==> config.mk <==
export PLATFORM = sky130hd
export DESIGN_NAME = video_sync_generator_flat
export DESIGN_NICKNAME = d
export VERILOG_FILES = /design/src/vga_text_pkg.sv /design/src/video_timing_if.sv /design/src/video_sync_generator.sv /design/src/flat_wrapper.sv
export SDC_FILE = /design/constraint.sdc
export NUM_CORES = 1
export LEC_CHECK = 0
export BUFFER_PORTS_ARGS = -buffer_cell sky130_fd_sc_hd__buf_2
export CORE_ASPECT_RATIO = 0.6
export CORE_MARGIN = 8
export CORE_UTILIZATION = 40
export DETAILED_ROUTE_END_ITERATION = 12
export HOLD_SLACK_MARGIN = 0.03
export PLACE_DENSITY = 0.72
export RECOVER_POWER = 50
export SYNTH_ARGS = -nofsm -noshare
export SYNTH_HDL_FRONTEND = slang
export SYNTH_SLANG_ARGS = --single-unit
==> constraint.sdc <==
create_clock -name iVGA_CLK -period 4.38 [get_ports iVGA_CLK]
set_input_delay 0.438 -clock iVGA_CLK [delete_from_list [all_inputs] [get_ports iVGA_CLK]]
set_output_delay 0.438 -clock iVGA_CLK [all_outputs]
set_load 0.005 [all_outputs]
==> src/vga_text_pkg.sv <==
package vga_text_pkg;

	// 640x480 at 60 Hz, all horizontal values in pixel clocks.
	localparam int H_ACTIVE = 640;
	localparam int H_FRONT  = 16;
	localparam int H_SYNC   = 96;
	localparam int H_BACK   = 48;
	localparam int H_TOTAL  = H_ACTIVE + H_FRONT + H_SYNC + H_BACK;

	// vertical values are in lines.
	localparam int V_ACTIVE = 480;
	localparam int V_FRONT  = 10;
	localparam int V_SYNC   = 2;
	localparam int V_BACK   = 33;
	localparam int V_TOTAL  = V_ACTIVE + V_FRONT + V_SYNC + V_BACK;

	localparam int COORD_W = 10;
	localparam int COLOR_W = 4;

	// the text band is centred on the screen.
	localparam int TEXT_LEN   = 24;
	localparam int TEXT_SCALE = 2;
	localparam int GLYPH_W    = 8;
	localparam int GLYPH_H    = 8;
	localparam int GLYPH_BW   = $clog2(GLYPH_W);
	localparam int COL_W      = $clog2(TEXT_LEN);
	localparam int TEXT_W_PX  = TEXT_LEN * GLYPH_W * TEXT_SCALE;
	localparam int TEXT_H_PX  = GLYPH_H * TEXT_SCALE;
	localparam int TEXT_X0    = (H_ACTIVE - TEXT_W_PX) / 2;
	localparam int TEXT_Y0    = (V_ACTIVE - TEXT_H_PX) / 2;
	localparam int LINE_W     = 8 * TEXT_LEN;

	// colours are packed as {b, g, r}.
	localparam logic [3*COLOR_W-1:0] FG_RGB = '1;
	localparam logic [3*COLOR_W-1:0] BG_RGB = {1'b1, {(3*COLOR_W-1){1'b0}}};

	// index 0 is the leftmost character on screen.
	typedef logic [0:TEXT_LEN-1][7:0] text_line_t;

	localparam text_line_t BLANK_LINE = {TEXT_LEN{8'h20}};

	// combined opcode is the primary opcode followed by funct.
	localparam int OPCODE_W = 12;
	localparam logic [OPCODE_W-1:0] OP_ADD  = {6'h00, 6'h20};
	localparam logic [OPCODE_W-1:0] OP_ADDU = {6'h00, 6'h21};
	localparam logic [OPCODE_W-1:0] OP_SUB  = {6'h00, 6'h22};
	localparam logic [OPCODE_W-1:0] OP_SUBU = {6'h00, 6'h23};
	localparam logic [OPCODE_W-1:0] OP_AND  = {6'h00, 6'h24};
	localparam logic [OPCODE_W-1:0] OP_OR   = {6'h00, 6'h25};
	localparam logic [OPCODE_W-1:0] OP_XOR  = {6'h00, 6'h26};
	localparam logic [OPCODE_W-1:0] OP_NOR  = {6'h00, 6'h27};
	localparam logic [OPCODE_W-1:0] OP_SLL  = {6'h00, 6'h00};
	localparam logic [OPCODE_W-1:0] OP_SRL  = {6'h00, 6'h02};
	localparam logic [OPCODE_W-1:0] OP_SLT  = {6'h00, 6'h2A};
	localparam logic [OPCODE_W-1:0] OP_SGT  = {6'h00, 6'h2B};
	localparam logic [OPCODE_W-1:0] OP_JR   = {6'h00, 6'h08};
	localparam logic [OPCODE_W-1:0] OP_ADDI = {6'h08, 6'h00};
	localparam logic [OPCODE_W-1:0] OP_ANDI = {6'h0C, 6'h00};
	localparam logic [OPCODE_W-1:0] OP_ORI  = {6'h0D, 6'h00};
	localparam logic [OPCODE_W-1:0] OP_XORI = {6'h0E, 6'h00};
	localparam logic [OPCODE_W-1:0] OP_LW   = {6'h23, 6'h00};
	localparam logic [OPCODE_W-1:0] OP_SW   = {6'h2B, 6'h00};
	localparam logic [OPCODE_W-1:0] OP_SLTI = {6'h0A, 6'h00};
	localparam logic [OPCODE_W-1:0] OP_BEQ  = {6'h04, 6'h00};
	localparam logic [OPCODE_W-1:0] OP_BNE  = {6'h05, 6'h00};
	localparam logic [OPCODE_W-1:0] OP_J    = {6'h02, 6'h00};
	localparam logic [OPCODE_W-1:0] OP_JAL  = {6'h03, 6'h00};
	localparam logic [OPCODE_W-1:0] OP_HLT  = {6'h3F, 6'h00};

	// one instruction word seen as R-type or as I-type.
	// the low 26 bits of the I view also hold the jump target.
	typedef union packed {
		struct packed {
			logic [5:0] op;
			logic [4:0] rs;
			logic [4:0] rt;
			logic [4:0] rd;
			logic [4:0] shamt;
			logic [5:0] funct;
		} r;
		struct packed {
			logic [5:0]  op;
			logic [4:0]  rs;
			logic [4:0]  rt;
			logic [15:0] imm;
		} i;
	} mips_inst_u;

endpackage
==> src/video_timing_if.sv <==
`timescale 1ns/1ps

interface video_timing_if;
	import vga_text_pkg::*;

	// sync pulses are active low.
	logic hs;
	logic vs;
	logic blank_n;

	// pixel position, meaningful only while blank_n is high.
	logic [COORD_W-1:0] x;
	logic [COORD_W-1:0] y;

	// high for the first clock of each frame.
	logic frame_start;

	modport source
	(
		output hs, vs, blank_n, x, y, frame_start
	);

	modport sink
	(
		input hs, vs, blank_n, x, y, frame_start
	);

endinterface

==> src/video_sync_generator.sv <==
`timescale 1ns/1ps

module video_sync_generator
(
	input logic iVGA_CLK,
	input logic iRST_n,
	video_timing_if.source timing
);
	import vga_text_pkg::*;

	logic [COORD_W-1:0] h_cnt;
	logic [COORD_W-1:0] v_cnt;
	logic h_last;
	logic v_last;
	logic h_sync_on;
	logic v_sync_on;

	assign h_last = (h_cnt == COORD_W'(H_TOTAL - 1));
	assign v_last = (v_cnt == COORD_W'(V_TOTAL - 1));

	// pixel counter runs every clock, line counter steps at the end of each line.
	always_ff @(posedge iVGA_CLK or negedge iRST_n)
	begin
		if (!iRST_n)
		begin
			h_cnt <= '0;
			v_cnt <= '0;
		end
		else if (h_last)
		begin
			h_cnt <= '0;
			if (v_last)
				v_cnt <= '0;
			else
				v_cnt <= v_cnt + 1'b1;
		end
		else
		begin
			h_cnt <= h_cnt + 1'b1;
		end
	end

	// the strobe is registered from the last pixel of the frame, so it lands on
	// the clock where both counters are back at zero.
	// the frame that begins right out of reset therefore has no strobe.
	always_ff @(posedge iVGA_CLK or negedge iRST_n)
	begin
		if (!iRST_n)
			timing.frame_start <= 1'b0;
		else
			timing.frame_start <= h_last && v_last;
	end

	assign h_sync_on = (h_cnt >= COORD_W'(H_ACTIVE + H_FRONT)) &&
		(h_cnt < COORD_W'(H_ACTIVE + H_FRONT + H_SYNC));
	assign v_sync_on = (v_cnt >= COORD_W'(V_ACTIVE + V_FRONT)) &&
		(v_cnt < COORD_W'(V_ACTIVE + V_FRONT + V_SYNC));

	assign timing.hs = !h_sync_on;
	assign timing.vs = !v_sync_on;
	assign timing.blank_n = (h_cnt < COORD_W'(H_ACTIVE)) && (v_cnt < COORD_W'(V_ACTIVE));

	assign timing.x = h_cnt;
	assign timing.y = v_cnt;

	// the renderer indexes by x, so it must never leave the line.
	a_x_in_line: assert property (
		@(posedge iVGA_CLK) disable iff (!iRST_n)
		timing.x < COORD_W'(H_TOTAL)
	)
	else
		$error("pixel counter ran past the end of the line");

	// a frame must never begin inside the vertical sync pulse.
	a_frame_outside_vsync: assert property (
		@(posedge iVGA_CLK) disable iff (!iRST_n)
		timing.frame_start |-> timing.vs
	)
	else
		$error("frame start seen during vertical sync");

endmodule

==> src/flat_wrapper.sv <==
// flat-port wrapper written by rule: the top's interface ports become plain ports
module video_sync_generator_flat import vga_text_pkg::*;
  (iVGA_CLK, iRST_n, timing_hs, timing_vs, timing_blank_n, timing_x, timing_y, timing_frame_start);
  video_timing_if timing_i ();
  input logic iVGA_CLK;
  input logic iRST_n;
  output wire logic [$bits(timing_i.hs)-1:0] timing_hs;
  output wire logic [$bits(timing_i.vs)-1:0] timing_vs;
  output wire logic [$bits(timing_i.blank_n)-1:0] timing_blank_n;
  output wire logic [$bits(timing_i.x)-1:0] timing_x;
  output wire logic [$bits(timing_i.y)-1:0] timing_y;
  output wire logic [$bits(timing_i.frame_start)-1:0] timing_frame_start;
  assign timing_hs = timing_i.hs;
  assign timing_vs = timing_i.vs;
  assign timing_blank_n = timing_i.blank_n;
  assign timing_x = timing_i.x;
  assign timing_y = timing_i.y;
  assign timing_frame_start = timing_i.frame_start;
  video_sync_generator u_core (.iVGA_CLK(iVGA_CLK), .iRST_n(iRST_n), .timing(timing_i));
endmodule
==> summary.txt <==
GRT
  – Vias in the first global route: 899
  – Overall routing resource usage: 10.56%
  – First-pass GRT wire length: 4.236 mm
  – Largest net degree at the start of global routing: 22
  – Initial antenna violation count: 0
  – GRT overflow: 0

Synthesis
  – Mapped Cells: 113
  – Synth area leaders: dfrtp_1 (48%), nand3_1 (5.5%), xor2_1 (4.8%), ha_1 (4.6%), xnor2_1 (3.2%)
  – Post-synth top area cell: dfrtp_1
  – Ranking of synthesized cells by instance count: dfrtp_1 (21), nand3_1 (12), nand2_1 (9)
  – Share of synthesized flip-flops with an asynchronous set or reset: 100.0%
  – Main combinational cell family by area after synthesis: simple AND/OR/NAND/NOR gates
  – Most frequent cell after synthesis: dfrtp_1
  – Syn Area/Cell: 9.622 um^2
  – Yosys cell types: 31
  – Simple-Gate Fraction of Synth Area: 27.04%
  – XOR/XNOR Fraction of Synth Area: 8.055%
  – Syn Nets: 119
  – Cell Area, Synth: 1087 um^2
  – Post-synthesis mux area share: 0%
  – Synth Area in Compound Gates: 7.940%
  – Synth Area in Adders: 4.603%
  – Post-synthesis sequential element count: 21
  – Seq/Total Area, Yosys: 48.33%
  – Yosys Warn Count: 0
  – Post-synth EDFFs: 0
  – Primary FF master, synth: dfrtp_1
  – Yosys top cell area share: 48.33%

Timing
  – Worst-Margin Slew: 1.123 ns
  – Max Clk Rate: 0.4665 GHz
  – Final worst-path cycle share: 48.94%
  – Skew final: 0.008530 ns
  – Fin Hold WS: 0.3659 ns
  – Endpoints failing hold: 0
  – Unrepaired setup endpoints after global routing: no
  – Slew Viols, Final: 0
  – Minimum clock period: 2.144 ns
  – Final TNS setup: 0 ns
  – Max-slew headroom: 25.11%
  – Number of setup violations in the final report: 0

Place
  – Post-DP HPWL: 1.888 mm
  – GPL Wtd Cong: 0.8781
  – Port buffer count: 25

Power
  – Pleak: 0.6070 nW
  – PwrDens: 255.6 nW/um^2
  – Maximum VDD drop: 0.1548 mV

Cells and area
  – Synth-to-Final Area Change: 16.69%
  – FILL cells: 241
  – Ant. Diodes: 0
  – Core Util, Final: 49.95%
  – Share of layout cells above drive strength 1: 16.79%
  – Nets@finish: 144

Die
  – Die Y: 56.39 um
  – # rows: 14
  – Boundary Pins: 26
  – Core box area: 2540 um^2
  – Initial Utilization: 42.81%
  – Die W: 83.31 um
  – Die Footprint: 4697 um^2

Route
  – Routed vias/inst: 5.621
  – Total iterations of the first detailed-routing run: 4
  – Antenna-violating nets left: 0
  – Vias: 950
  – Residual DRC: 0
  – Total routed wirelength: 2.472 mm
  – DRT iter0 DRCs: 69
  – Avg WL per Cell: 14.63 um

Worst setup path
  – Critical Path Fanout Max: 7
  – WS Path Type: flip-flop to flip-flop
  – CP arrival: 2.28 ns
  – Startpoint types: flip-flop
  – Required @ worst endpoint: 4.51 ns
  – Reg2Reg Depth: 6
  – CP endpoint kind: flip-flop

Clock network
  – H-tree lvl count: 1
  – CTS root buffer: clkbuf_8
  – Clk slew on worst S/H paths: 0.08 ns
  – Post-CTS Setup Repair Bufs: 0
  – CTS buffer count: 3
  – Clk buf depth: 2
  – # hold bufs at CTS: 0
  – Clock latency on the worst-skew pair: 0.26 ns
  – CTS tree: done
  – # clock sinks: 21
  – Post-CTS resize count: 0

Hold path
  – Type of the worst min-delay path: input port to async pin

Job
  – Max Cap Violations: 0

Status
  – Outcome: completed
==> routing by layer <==
metal / track usage (%) / routed length, um / vias to the layer above
met3: 2.734 / 152 / 4
met1: 12.97 / 1079 / 457
met5: 0 / 0 / -
met2: 17.77 / 1212 / 39
met4: 2.985 / 27 / 0
li1: - / - / 450
==> sequential cells by signal (all words and copies together), names as in the netlist <==
register,flops
u_core.timing.frame_start,1
u_core.timing.x,10
u_core.timing.y,10
==> final cells by class <==
type	count	area, um^2	share of cell area (%)
Clock buffer	4	45.04	3.550
Inverter	6	22.52	1.775
Multi-Input combinational cell	81	518.0	40.83
Sequential cell	21	525.5	41.42
Tap cell	32	40.04	3.156
Timing Repair Buffer	25	117.6	9.270
==> worst max-delay path, stage by stage (launching register included) <==
cell and delay, ns:
dfrtp_1 0.46, inv_1 0.10, ha_1 0.13, or4b_1 0.47, or4_1 0.64, nand2b_1 0.14, a31oi_1 0.08
==> cells in the final DEF (no fill, tap or decap), types with 2 or more instances in the layout <==
cell type,n
o31ai_1,2
nor2_1,6
and4_1,2
nand4_1,4
o21ai_0,2
xnor2_1,4
nand2b_1,2
clkbuf_1,6
buf_2,19
dfrtp_1,21
nand2_1,9
a21oi_1,2
xor2_1,6
ha_1,4
or4_1,2
inv_1,6
nand3_1,12
clkbuf_8,3
o21ai_1,3
and3_1,4
nor3_1,5
a31oi_1,2
==> metrics by stage <==
step                      power, mW  cells  instance area, um^2  setup slack (ns)
after global placement       0.2018    165                 1231             2.272
final                        0.3242    169                 1269             2.236
after CTS                    0.3277    169                 1276             2.229
after floorplan              0.1976    113                 1087             2.409
after global routing         0.3343    169                 1269             2.092
after detailed placement     0.2019    165                 1231             2.237
==> kinds of logic (layout without fill, tap and decap cells) <==
| family | count (synthesis) | after routing |
|---|---|---|
| adder cells (fa/ha/maj) | 4 | 4 |
| flip-flops | 21 | 21 |
| XOR/XNOR | 10 | 10 |
| AO/OA/AOI/OAI | 14 | 14 |
| buffers and inverters | 11 | 35 |
| AND/OR/NAND/NOR | 53 | 53 |
==> power by group <==
group | switching, mW | internal, mW | leakage [nW] | total (mW)
logic | 0.00363 | 0.000169 | 0.305 | 0.00380
clock network | 0.0618 | 0.0649 | 0.0228 | 0.127
registers | 0 | 0.194 | 0.279 | 0.194
==> path summary, 6_finish.rpt <==
| check | startpoint | endpoint | slack, ns |
|---|---|---|---|
| setup / recovery | u_core.timing.y[1] | u_core.timing.y[2] | 2.24 |
| hold / removal | iRST_n | u_core.timing.x[8] | 0.37 |
| setup reg to reg | u_core.timing.y[1] | u_core.timing.y[2] | 2.24 |
| hold reg to reg | u_core.timing.y[7] | u_core.timing.y[7] | 0.53 |
| max in group asynchronous | iRST_n | u_core.timing.y[7] | 3.34 |
| min in group iVGA_CLK | u_core.timing.y[7] | u_core.timing.y[7] | 0.53 |
No activity file was read; power rests on OpenSTA's default activity.
