$ cat src/vga_text_pkg.sv
package vga_text_pkg;

	// 640x480 at 60 Hz, all horizontal values in pixel clocks.
	localparam int H_ACTIVE = 640;
	localparam int H_FRONT  = 16;
	localparam int H_SYNC   = 96;
	localparam int H_BACK   = 48;
	localparam int H_TOTAL  = H_ACTIVE + H_FRONT + H_SYNC + H_BACK;

	// vertical values are in lines.
	localparam int V_ACTIVE = 480;
	localparam int V_FRONT  = 10;
	localparam int V_SYNC   = 2;
	localparam int V_BACK   = 33;
	localparam int V_TOTAL  = V_ACTIVE + V_FRONT + V_SYNC + V_BACK;

	localparam int COORD_W = 10;
	localparam int COLOR_W = 4;

	// the text band is centred on the screen.
	localparam int TEXT_LEN   = 24;
	localparam int TEXT_SCALE = 2;
	localparam int GLYPH_W    = 8;
	localparam int GLYPH_H    = 8;
	localparam int GLYPH_BW   = $clog2(GLYPH_W);
	localparam int COL_W      = $clog2(TEXT_LEN);
	localparam int TEXT_W_PX  = TEXT_LEN * GLYPH_W * TEXT_SCALE;
	localparam int TEXT_H_PX  = GLYPH_H * TEXT_SCALE;
	localparam int TEXT_X0    = (H_ACTIVE - TEXT_W_PX) / 2;
	localparam int TEXT_Y0    = (V_ACTIVE - TEXT_H_PX) / 2;
	localparam int LINE_W     = 8 * TEXT_LEN;

	// colours are packed as {b, g, r}.
	localparam logic [3*COLOR_W-1:0] FG_RGB = '1;
	localparam logic [3*COLOR_W-1:0] BG_RGB = {1'b1, {(3*COLOR_W-1){1'b0}}};

	// index 0 is the leftmost character on screen.
	typedef logic [0:TEXT_LEN-1][7:0] text_line_t;

	localparam text_line_t BLANK_LINE = {TEXT_LEN{8'h20}};

	// combined opcode is the primary opcode followed by funct.
	localparam int OPCODE_W = 12;
	localparam logic [OPCODE_W-1:0] OP_ADD  = {6'h00, 6'h20};
	localparam logic [OPCODE_W-1:0] OP_ADDU = {6'h00, 6'h21};
	localparam logic [OPCODE_W-1:0] OP_SUB  = {6'h00, 6'h22};
	localparam logic [OPCODE_W-1:0] OP_SUBU = {6'h00, 6'h23};
	localparam logic [OPCODE_W-1:0] OP_AND  = {6'h00, 6'h24};
	localparam logic [OPCODE_W-1:0] OP_OR   = {6'h00, 6'h25};
	localparam logic [OPCODE_W-1:0] OP_XOR  = {6'h00, 6'h26};
	localparam logic [OPCODE_W-1:0] OP_NOR  = {6'h00, 6'h27};
	localparam logic [OPCODE_W-1:0] OP_SLL  = {6'h00, 6'h00};
	localparam logic [OPCODE_W-1:0] OP_SRL  = {6'h00, 6'h02};
	localparam logic [OPCODE_W-1:0] OP_SLT  = {6'h00, 6'h2A};
	localparam logic [OPCODE_W-1:0] OP_SGT  = {6'h00, 6'h2B};
	localparam logic [OPCODE_W-1:0] OP_JR   = {6'h00, 6'h08};
	localparam logic [OPCODE_W-1:0] OP_ADDI = {6'h08, 6'h00};
	localparam logic [OPCODE_W-1:0] OP_ANDI = {6'h0C, 6'h00};
	localparam logic [OPCODE_W-1:0] OP_ORI  = {6'h0D, 6'h00};
	localparam logic [OPCODE_W-1:0] OP_XORI = {6'h0E, 6'h00};
	localparam logic [OPCODE_W-1:0] OP_LW   = {6'h23, 6'h00};
	localparam logic [OPCODE_W-1:0] OP_SW   = {6'h2B, 6'h00};
	localparam logic [OPCODE_W-1:0] OP_SLTI = {6'h0A, 6'h00};
	localparam logic [OPCODE_W-1:0] OP_BEQ  = {6'h04, 6'h00};
	localparam logic [OPCODE_W-1:0] OP_BNE  = {6'h05, 6'h00};
	localparam logic [OPCODE_W-1:0] OP_J    = {6'h02, 6'h00};
	localparam logic [OPCODE_W-1:0] OP_JAL  = {6'h03, 6'h00};
	localparam logic [OPCODE_W-1:0] OP_HLT  = {6'h3F, 6'h00};

	// one instruction word seen as R-type or as I-type.
	// the low 26 bits of the I view also hold the jump target.
	typedef union packed {
		struct packed {
			logic [5:0] op;
			logic [4:0] rs;
			logic [4:0] rt;
			logic [4:0] rd;
			logic [4:0] shamt;
			logic [5:0] funct;
		} r;
		struct packed {
			logic [5:0]  op;
			logic [4:0]  rs;
			logic [4:0]  rt;
			logic [15:0] imm;
		} i;
	} mips_inst_u;

endpackage
$ cat src/video_timing_if.sv
`timescale 1ns/1ps

interface video_timing_if;
	import vga_text_pkg::*;

	// sync pulses are active low.
	logic hs;
	logic vs;
	logic blank_n;

	// pixel position, meaningful only while blank_n is high.
	logic [COORD_W-1:0] x;
	logic [COORD_W-1:0] y;

	// high for the first clock of each frame.
	logic frame_start;

	modport source
	(
		output hs, vs, blank_n, x, y, frame_start
	);

	modport sink
	(
		input hs, vs, blank_n, x, y, frame_start
	);

endinterface

$ cat src/inst_disassembler.sv
`timescale 1ns/1ps

module inst_disassembler
(
	input logic iVGA_CLK,
	input logic iRST_n,
	input vga_text_pkg::mips_inst_u inst_word,
	video_timing_if.sink timing,
	output vga_text_pkg::text_line_t text_line
);
	import vga_text_pkg::*;

	logic [OPCODE_W-1:0] opcode;
	text_line_t line_next;

	// two ASCII digits, tens first.
	function automatic logic [15:0] dec2(input logic [4:0] v);
		logic [7:0] d1;
		logic [7:0] d0;
		d1 = 8'h30 + 8'(v / 5'd10);
		d0 = 8'h30 + 8'(v % 5'd10);
		return {d1, d0};
	endfunction

	// five ASCII digits, the least significant one in the low byte.
	function automatic logic [39:0] dec5(input logic [15:0] v);
		logic [39:0] s;
		logic [15:0] rest;
		rest = v;
		for (int k = 0; k < 5; k++)
		begin
			s[8*k +: 8] = 8'h30 + 8'(rest % 16'd10);
			rest = rest / 16'd10;
		end
		return s;
	endfunction

	// negative values get a leading n and show their magnitude.
	function automatic logic [47:0] imm_signed(input logic [15:0] v);
		logic [15:0] mag;
		mag = v[15] ? (~v + 16'd1) : v;
		return {(v[15] ? "n" : " "), dec5(mag)};
	endfunction

	function automatic logic [47:0] imm_unsigned(input logic [15:0] v);
		return {" ", dec5(v)};
	endfunction

	function automatic logic [23:0] reg_txt(input logic [4:0] r);
		return {"X", dec2(r)};
	endfunction

	// s holds len characters right aligned; move them to the left and pad.
	function automatic text_line_t left_align(input logic [LINE_W-1:0] s, input int len);
		text_line_t line;
		for (int i = 0; i < TEXT_LEN; i++)
		begin
			if (i < len)
				line[i] = s[8*(len-1-i) +: 8];
			else
				line[i] = " ";
		end
		return line;
	endfunction

	// mnemonics are five characters wide, trailing spaces included.
	function automatic text_line_t fmt_rrr(input logic [39:0] mnem, input logic [4:0] a,
		input logic [4:0] b, input logic [4:0] c);
		return left_align(LINE_W'({mnem, reg_txt(a), " ", reg_txt(b), " ", reg_txt(c)}), 16);
	endfunction

	function automatic text_line_t fmt_shift(input logic [39:0] mnem, input logic [4:0] a,
		input logic [4:0] b, input logic [4:0] sh);
		return left_align(LINE_W'({mnem, reg_txt(a), " ", reg_txt(b), " ", dec2(sh)}), 15);
	endfunction

	function automatic text_line_t fmt_rri(input logic [39:0] mnem, input logic [4:0] a,
		input logic [4:0] b, input logic [47:0] imm);
		return left_align(LINE_W'({mnem, reg_txt(a), " ", reg_txt(b), " ", imm}), 19);
	endfunction

	// loads and stores put the base register after the offset.
	function automatic text_line_t fmt_mem(input logic [39:0] mnem, input logic [4:0] rt,
		input logic [4:0] rs, input logic [47:0] imm);
		return left_align(LINE_W'({mnem, reg_txt(rt), " ", imm, " ", reg_txt(rs)}), 19);
	endfunction

	// funct only takes part in decoding for R-type words.
	assign opcode = (inst_word.r.op == 6'd0) ? {inst_word.r.op, inst_word.r.funct} :
		{inst_word.i.op, 6'd0};

	always_comb
	begin
		case (opcode)
			OP_ADD:  line_next = fmt_rrr("add  ", inst_word.r.rd, inst_word.r.rs, inst_word.r.rt);
			OP_ADDU: line_next = fmt_rrr("addu ", inst_word.r.rd, inst_word.r.rs, inst_word.r.rt);
			OP_SUB:  line_next = fmt_rrr("sub  ", inst_word.r.rd, inst_word.r.rs, inst_word.r.rt);
			OP_SUBU: line_next = fmt_rrr("subu ", inst_word.r.rd, inst_word.r.rs, inst_word.r.rt);
			OP_AND:  line_next = fmt_rrr("and  ", inst_word.r.rd, inst_word.r.rs, inst_word.r.rt);
			OP_OR:   line_next = fmt_rrr("or   ", inst_word.r.rd, inst_word.r.rs, inst_word.r.rt);
			OP_XOR:  line_next = fmt_rrr("xor  ", inst_word.r.rd, inst_word.r.rs, inst_word.r.rt);
			OP_NOR:  line_next = fmt_rrr("nor  ", inst_word.r.rd, inst_word.r.rs, inst_word.r.rt);
			OP_SLT:  line_next = fmt_rrr("slt  ", inst_word.r.rd, inst_word.r.rs, inst_word.r.rt);
			OP_SGT:  line_next = fmt_rrr("sgt  ", inst_word.r.rd, inst_word.r.rs, inst_word.r.rt);
			OP_SLL:  line_next = fmt_shift("sll  ", inst_word.r.rd, inst_word.r.rt,
				inst_word.r.shamt);
			OP_SRL:  line_next = fmt_shift("srl  ", inst_word.r.rd, inst_word.r.rt,
				inst_word.r.shamt);
			OP_JR:   line_next = left_align(LINE_W'({"jr   ", reg_txt(inst_word.r.rs)}), 8);
			OP_ADDI: line_next = fmt_rri("addi ", inst_word.i.rt, inst_word.i.rs,
				imm_signed(inst_word.i.imm));
			OP_SLTI: line_next = fmt_rri("slti ", inst_word.i.rt, inst_word.i.rs,
				imm_signed(inst_word.i.imm));
			OP_ANDI: line_next = fmt_rri("andi ", inst_word.i.rt, inst_word.i.rs,
				imm_unsigned(inst_word.i.imm));
			OP_ORI:  line_next = fmt_rri("ori  ", inst_word.i.rt, inst_word.i.rs,
				imm_unsigned(inst_word.i.imm));
			OP_XORI: line_next = fmt_rri("xori ", inst_word.i.rt, inst_word.i.rs,
				imm_unsigned(inst_word.i.imm));
			OP_LW:   line_next = fmt_mem("lw   ", inst_word.i.rt, inst_word.i.rs,
				imm_signed(inst_word.i.imm));
			OP_SW:   line_next = fmt_mem("sw   ", inst_word.i.rt, inst_word.i.rs,
				imm_signed(inst_word.i.imm));
			// branches list the compared registers in source order.
			OP_BEQ:  line_next = fmt_rri("beq  ", inst_word.i.rs, inst_word.i.rt,
				imm_signed(inst_word.i.imm));
			OP_BNE:  line_next = fmt_rri("bne  ", inst_word.i.rs, inst_word.i.rt,
				imm_signed(inst_word.i.imm));
			OP_J:    line_next = left_align(LINE_W'({"j    ", "addrr"}), 10);
			OP_JAL:  line_next = left_align(LINE_W'({"jal  ", "addrr"}), 10);
			OP_HLT:  line_next = left_align(LINE_W'("hlt"), 3);
			default: line_next = left_align(LINE_W'("???"), 3);
		endcase
	end

	// the line is only replaced between frames, so a frame never tears.
	always_ff @(posedge iVGA_CLK or negedge iRST_n)
	begin
		if (!iRST_n)
			text_line <= BLANK_LINE;
		else if (timing.frame_start)
			text_line <= line_next;
	end

endmodule

$ cat src/flat_wrapper.sv
// flat-port wrapper written by rule: the top's interface ports become plain ports
module inst_disassembler_flat import vga_text_pkg::*;
  (iVGA_CLK, iRST_n, inst_word, text_line, timing_hs, timing_vs, timing_blank_n, timing_x, timing_y, timing_frame_start);
  video_timing_if timing_i ();
  input logic iVGA_CLK;
  input logic iRST_n;
  input vga_text_pkg::mips_inst_u inst_word;
  output vga_text_pkg::text_line_t text_line;
  input wire logic [$bits(timing_i.hs)-1:0] timing_hs;
  input wire logic [$bits(timing_i.vs)-1:0] timing_vs;
  input wire logic [$bits(timing_i.blank_n)-1:0] timing_blank_n;
  input wire logic [$bits(timing_i.x)-1:0] timing_x;
  input wire logic [$bits(timing_i.y)-1:0] timing_y;
  input wire logic [$bits(timing_i.frame_start)-1:0] timing_frame_start;
  assign timing_i.hs = timing_hs;
  assign timing_i.vs = timing_vs;
  assign timing_i.blank_n = timing_blank_n;
  assign timing_i.x = timing_x;
  assign timing_i.y = timing_y;
  assign timing_i.frame_start = timing_frame_start;
  inst_disassembler u_core (.iVGA_CLK(iVGA_CLK), .iRST_n(iRST_n), .inst_word(inst_word), .timing(timing_i), .text_line(text_line));
endmodule
$ cat config.mk
export PLATFORM = sky130hd
export DESIGN_NAME = inst_disassembler_flat
export DESIGN_NICKNAME = d
export VERILOG_FILES = /design/src/vga_text_pkg.sv /design/src/video_timing_if.sv /design/src/inst_disassembler.sv /design/src/flat_wrapper.sv
export SDC_FILE = /design/constraint.sdc
export NUM_CORES = 1
export LEC_CHECK = 0
export BUFFER_PORTS_ARGS = -buffer_cell sky130_fd_sc_hd__buf_2
export CAP_MARGIN = 5
export CORE_MARGIN = 2
export CORE_UTILIZATION = 55
export DETAILED_ROUTE_END_ITERATION = 7
export PLACE_DENSITY = 0.77
export SYNTH_ARGS = -nofsm -noshare
export SYNTH_HDL_FRONTEND = slang
export SYNTH_SLANG_ARGS = --single-unit
export TNS_END_PERCENT = 10
$ cat constraint.sdc
create_clock -name iVGA_CLK -period 1.05 [get_ports iVGA_CLK]
set_input_delay 0.1575 -clock iVGA_CLK [delete_from_list [all_inputs] [get_ports iVGA_CLK]]
set_output_delay 0.1575 -clock iVGA_CLK [all_outputs]
set_load 0.01 [all_outputs]
==> results of run 1 <==
==> metal layers <==
layer	GRT overflow	GRT usage, %
met1	15	87.36
met2	522	106.6
met3	25	79.29
met4	343	104.0
met5	4	49.93
==> per-stage QoR <==
| step | utilization (%) | hold WS (ns) |
|---|---|---|
| floorplan | - | -0.1381 |
| global placement | 80.32 | 0.1567 |
| detailed placement | 80.32 | 0.1585 |
| CTS | 89.41 | 0.08170 |
==> timing repair <==
item,CTS
setup buffers,121
resized for setup,282
hold buffers,1
pin swaps,128
cloned,3
setup endpoints to repair,229
endpoints found under the hold margin,112
==> cell families after synthesis <==
| logic type | Yosys count |
|---|---|
| compound gates | 930 |
| simple gates | 903 |
| buf+inv | 317 |
| flops | 113 |
| xor+xnor | 94 |
| fa+ha+maj | 67 |
| mux | 36 |
| other cells | 2 |
==> metrics.md, run 1 <==
| Metric | Value |
|---|---|
| Run status | did not finish |
| Halt Stage | global routing (5_1_grt) |
| Err | [ERROR GRT-0232] Routing congestion too high. Check the congestion heatmap in the GUI. |
| Simple logic cell fraction of the synthesized area | 24.76% |
| Area contributors post-synth | dfrtp_1, nor2_1, nand2_1, a21oi_1, ha_1 |
| Total GRT Usage | 92.15% |
| CTS buffer count | 17 |
| FF+latch count, synth | 113 |
| Main combinational cell family by area after synthesis | compound AO/OA/AOI/OAI gates |
| Synth Area in Compound Gates | 39.12% |
| Worst EP Category | sequential cell input |
| Worst endpoint after global-route timing repair | u_core.text_line[69]$_DFFE_PN1P_/D |
| Cells after Synth | 2462 |
| CTS Sinks | 113 |
| Post-DP HPWL | 63.03 mm |
| Avg Inst Size Synth | 7.281 µm² |
| Async S/R FF share, synth | 100.0% |
| Commonest cells post-synth | nor2_1, nand2_1, a21oi_1 |
| Clock tree root driver cell | clkbuf_16 |
| H-tree levels | 4 |
| Main synth FF type | dfrtp_1 |
| Initial core utilization | 55.51% |
| Setup WS pre-CTS | -7.204 ns |
| PortBufs | 156 |
| Mux share of post-synthesis cell area | 2.094% |
| I/O pin count | 250 |
| Die width | 184.5 µm |
| Largest net degree at the start of global routing | 44 |
| Area leader, netlist | dfrtp_1 |
| Synth Area in Adders | 4.551% |
| Seq/Total Area, Yosys | 15.86% |
| Gpl congestion | 1.067 |
| Post-synth EDFFs | 0 |
| Yosys warnings | 0 |
| # rows | 66 |
| Top-count cell post-synth | nor2_1 |
| Post-synth top area share | 14.10% |
| Die H | 184.5 µm |
| Placed cell count | 3826 |
| Synth cell types | 131 |
| Total congestion overflow | 909 |
| XOR/XNOR share of the synthesized area | 4.635% |
| Clk buf depth | 2 |
| Post-Syn Area | 17920 µm² |
| DP Area | 25930 µm² |
==> run 2: changes to the inputs <==
CORE_UTILIZATION = 40   (was 55)
PLACE_DENSITY = not set   (was 0.77)
PLACE_DENSITY_LB_ADDON = 0.15   (was not set)
==> run 2 against run 1 <==
Net effect:
- the flow now finishes, with violations (setup timing)
- area after synthesis is the same
- synthesized cell count is the same
==> metrics.md, run 2 <==
| Metric | Value |
|---|---|
| Run status | finished, violations left |
| Failing checks | setup timing |
| Crit start category | input port |
| Slew HR | 61.12% |
| Final ANT Viol Nets | 0 |
| Main synth FF type | dfrtp_1 |
| FF+latch count, synth | 113 (unchanged) |
| Post-DP HPWL | 65.62 mm (+4.1%) |
| Finished Core Util | 71.05% |
| Setup TNS | -435.19 ns |
| Worst Path Class, Setup | in -> reg |
| Total congestion overflow | 0 |
| Layout area overhead | 75.29% |
| Die H | 215.7 µm (+17%) |
| Synth cell types | 131 (unchanged) |
| Max incr delay on CP | 0.52 ns |
| Top Registers | u_core.text_line: 113 flops |
| First-pass GRT wire length | 132.4 mm |
| Nets | 3732 |
| Post-synth EDFFs | 0 (unchanged) |
| Post-synth top area share | 14.10% (unchanged) |
| Data arrival time of the worst path | 7.98 ns |
| CP max stage cell | a222oi_1 |
| Clk buf depth | 2 (unchanged) |
| Clock Latency Late Sink | 0.43 ns |
| RSZ-0062 raised after global routing | yes |
| Max reg flops | 113 |
| Layout cells sized above 1 | 51.23% |
| Number of global-route vias before repair | 24340 |
| Commonest cells after routing, fill and taps aside | buf_4, nor2_1, nand2_1, buf_2, a21oi_1 |
| H-tree levels | 4 (unchanged) |
| Top-count cell post-synth | nor2_1 |
| CTS tree | done |
| Routed length per instance | 20.92 µm |
| Core footprint | 44220 µm² |
| Via count | 25690 |
| Fin. max-slew vios | 0 |
| Leakage | 13.96 nW |
| First-pass DRT Iterations | 6 |
| Async S/R FF share, synth | 100.0% (unchanged) |
| CP required | 1.41 ns |
| Commonest cells post-synth | nor2_1, nand2_1, a21oi_1 |
| DR DRC count | 0 |
| Initial DRC Count | 2907 |
| Cells after Synth | 2462 (unchanged) |
| PortBufs | 156 (unchanged) |
| Area contributors post-synth | dfrtp_1, nor2_1, nand2_1, a21oi_1, ha_1 |
| Avg Inst Size Synth | 7.281 µm² (unchanged) |
| Worst min path class | in -> reg |
| Post-route setup slack | -6.567 ns |
| Area leader, netlist | dfrtp_1 |
| Top reg by flops | u_core.text_line |
| Max-cap violations | 0 |
| Cell mode on critical path | buf_4 |
| Largest net degree at the start of global routing | 45 |
| Setup WS pre-CTS | -7.159 ns (+0.04546 ns) |
| Initial antenna violation count | 1 |
| Clock tree root driver cell | clkbuf_16 |
| CTS buffer count | 17 (unchanged) |
| Worst-margin pin slew | 0.5811 ns |
| F_max | 131.3 MHz |
| Clock slew at reported path FFs | 0.06 ns |
| Post-Syn Area | 17920 µm² (unchanged) |
| # rows | 77 (+17%) |
| Crit end category | flop |
| Total wire length | 88.32 mm |
| Die area | 46520 µm² |
| Initial core utilization | 40.53% (-15 points) |
| Seq/Total Area, Yosys | 15.86% (unchanged) |
| Post-Route Skew | 0 ns |
| Final Hold Viols | 0 |
| Final min period | 7.617 ns |
| Vias/cell | 6.086 |
| Die width | 215.7 µm (+17%) |
| Period utilisation layout | 725.4% |
| Gpl congestion | 0.9836 (-7.9%) |
| Setup Viol. Count Final | 229 |
| Crit-path max FO | 8 |
| Largest vdd supply drop | 6.688 mV |
| Yosys warnings | 0 (unchanged) |
| I/O pin count | 250 (unchanged) |
| P per Cell Area | 4309 nW/µm² |
| Total GRT Usage | 34.96% |
| Most common cell after layout, fill and taps aside | buf_4 |
| CTS Sinks | 113 (unchanged) |
[run 2: worst paths after layout]
path / start / slack [ns] / depth (start not counted) / to
hold / removal: inst_word[16] / 0.09 / 3 / u_core.text_line[128]$_DFFE_PN0P_
setup reg to reg: u_core.text_line[54]$_DFFE_PN0P_ / 0.11 / 1 / u_core.text_line[54]$_DFFE_PN0P_
hold reg to reg: u_core.text_line[83]$_DFFE_PN0P_ / 0.47 / 1 / u_core.text_line[83]$_DFFE_PN0P_
max in group asynchronous: iRST_n / 0.30 / 3 / u_core.text_line[149]$_DFFE_PN1P_
setup / recovery: inst_word[11] / -6.57 / 40 / u_core.text_line[69]$_DFFE_PN1P_
min in group asynchronous: iRST_n / 0.19 / 2 / u_core.text_line[134]$_DFFE_PN0P_
[run 2: cell families after synthesis]
| kind of cell | synth area share [%] |
|---|---|
| mux | 2.094 |
| buf+inv | 8.942 |
| simple gates | 24.76 |
| xor+xnor | 4.635 |
| flops | 15.86 |
| fa+ha+maj | 4.551 |
| compound gates | 39.12 |
| other cells | 0.04190 |
[run 2: where the power goes]
group | switching, mW | internal, mW
Clock | 2.20 | 4.08
Sequential | 0.318 | 4.76
Combinational | 60.9 | 63.2
[run 2: worst max-delay path, delay by kind of cell]
| kind | cells | cell delay (ns) |
|---|---|---|
| AOI/OAI and AO/OA | 17 | 4.27 |
| and+or+nand+nor | 8 | 1.27 |
| buffers and inverters | 9 | 1.01 |
| adders and majority gates | 3 | 0.61 |
| muxes | 1 | 0.33 |
| xor gates and xnor gates | 2 | 0.28 |
[run 2: layout make-up]
cell class              count  area (µm²)
fillers                  3404       12800
clock buffers              22       464.2
flip-flops and latches    113        2843
clock inverters            10       158.9
multi-input cells        2110       16880
repair buffers           1299       10020
diodes                      1       2.502
inverters                  75       312.8
well taps                 592       740.7
[run 2: metrics by stage]
step | std cells | power (mW) | hold WS (ns) | instance area, µm²
final | 4222 | 135.4 | 0.09154 | 31420
after global placement | 4010 | 92.74 | 0.04377 | 26440
after floorplan | 2540 | 51.58 | -0.1381 | 18970
after CTS | 4137 | 116.0 | 0.07061 | 29480
after detailed placement | 4010 | 94.08 | 0.04356 | 26440
after global routing | 4222 | 141.5 | 0.08498 | 31420
[run 2: metal layers]
| metal | wire, µm | part of all wire, % | GRT usage (%) | up-vias |
|---|---|---|---|---|
| li1 | - | - | - | 11650 |
| met1 | 36740 | 42 | 46.56 | 12510 |
| met2 | 41780 | 47 | 58.40 | 1304 |
| met3 | 6466 | 7.3 | 4.665 | 234 |
| met4 | 3332 | 3.8 | 11.20 | 0 |
| met5 | 0 | 0 | 0 | - |
[run 2: what timing repair did]
action	4_1_cts	5_1_grt
endpoints found under the setup margin	229	231
setup buffers	101	96
gates resized for setup	343	260
pin swaps	131	177
gates cloned	0	0
hold buffers	1	0
endpoints found under the hold margin	101	0
Power figures use the tool's default switching activity.
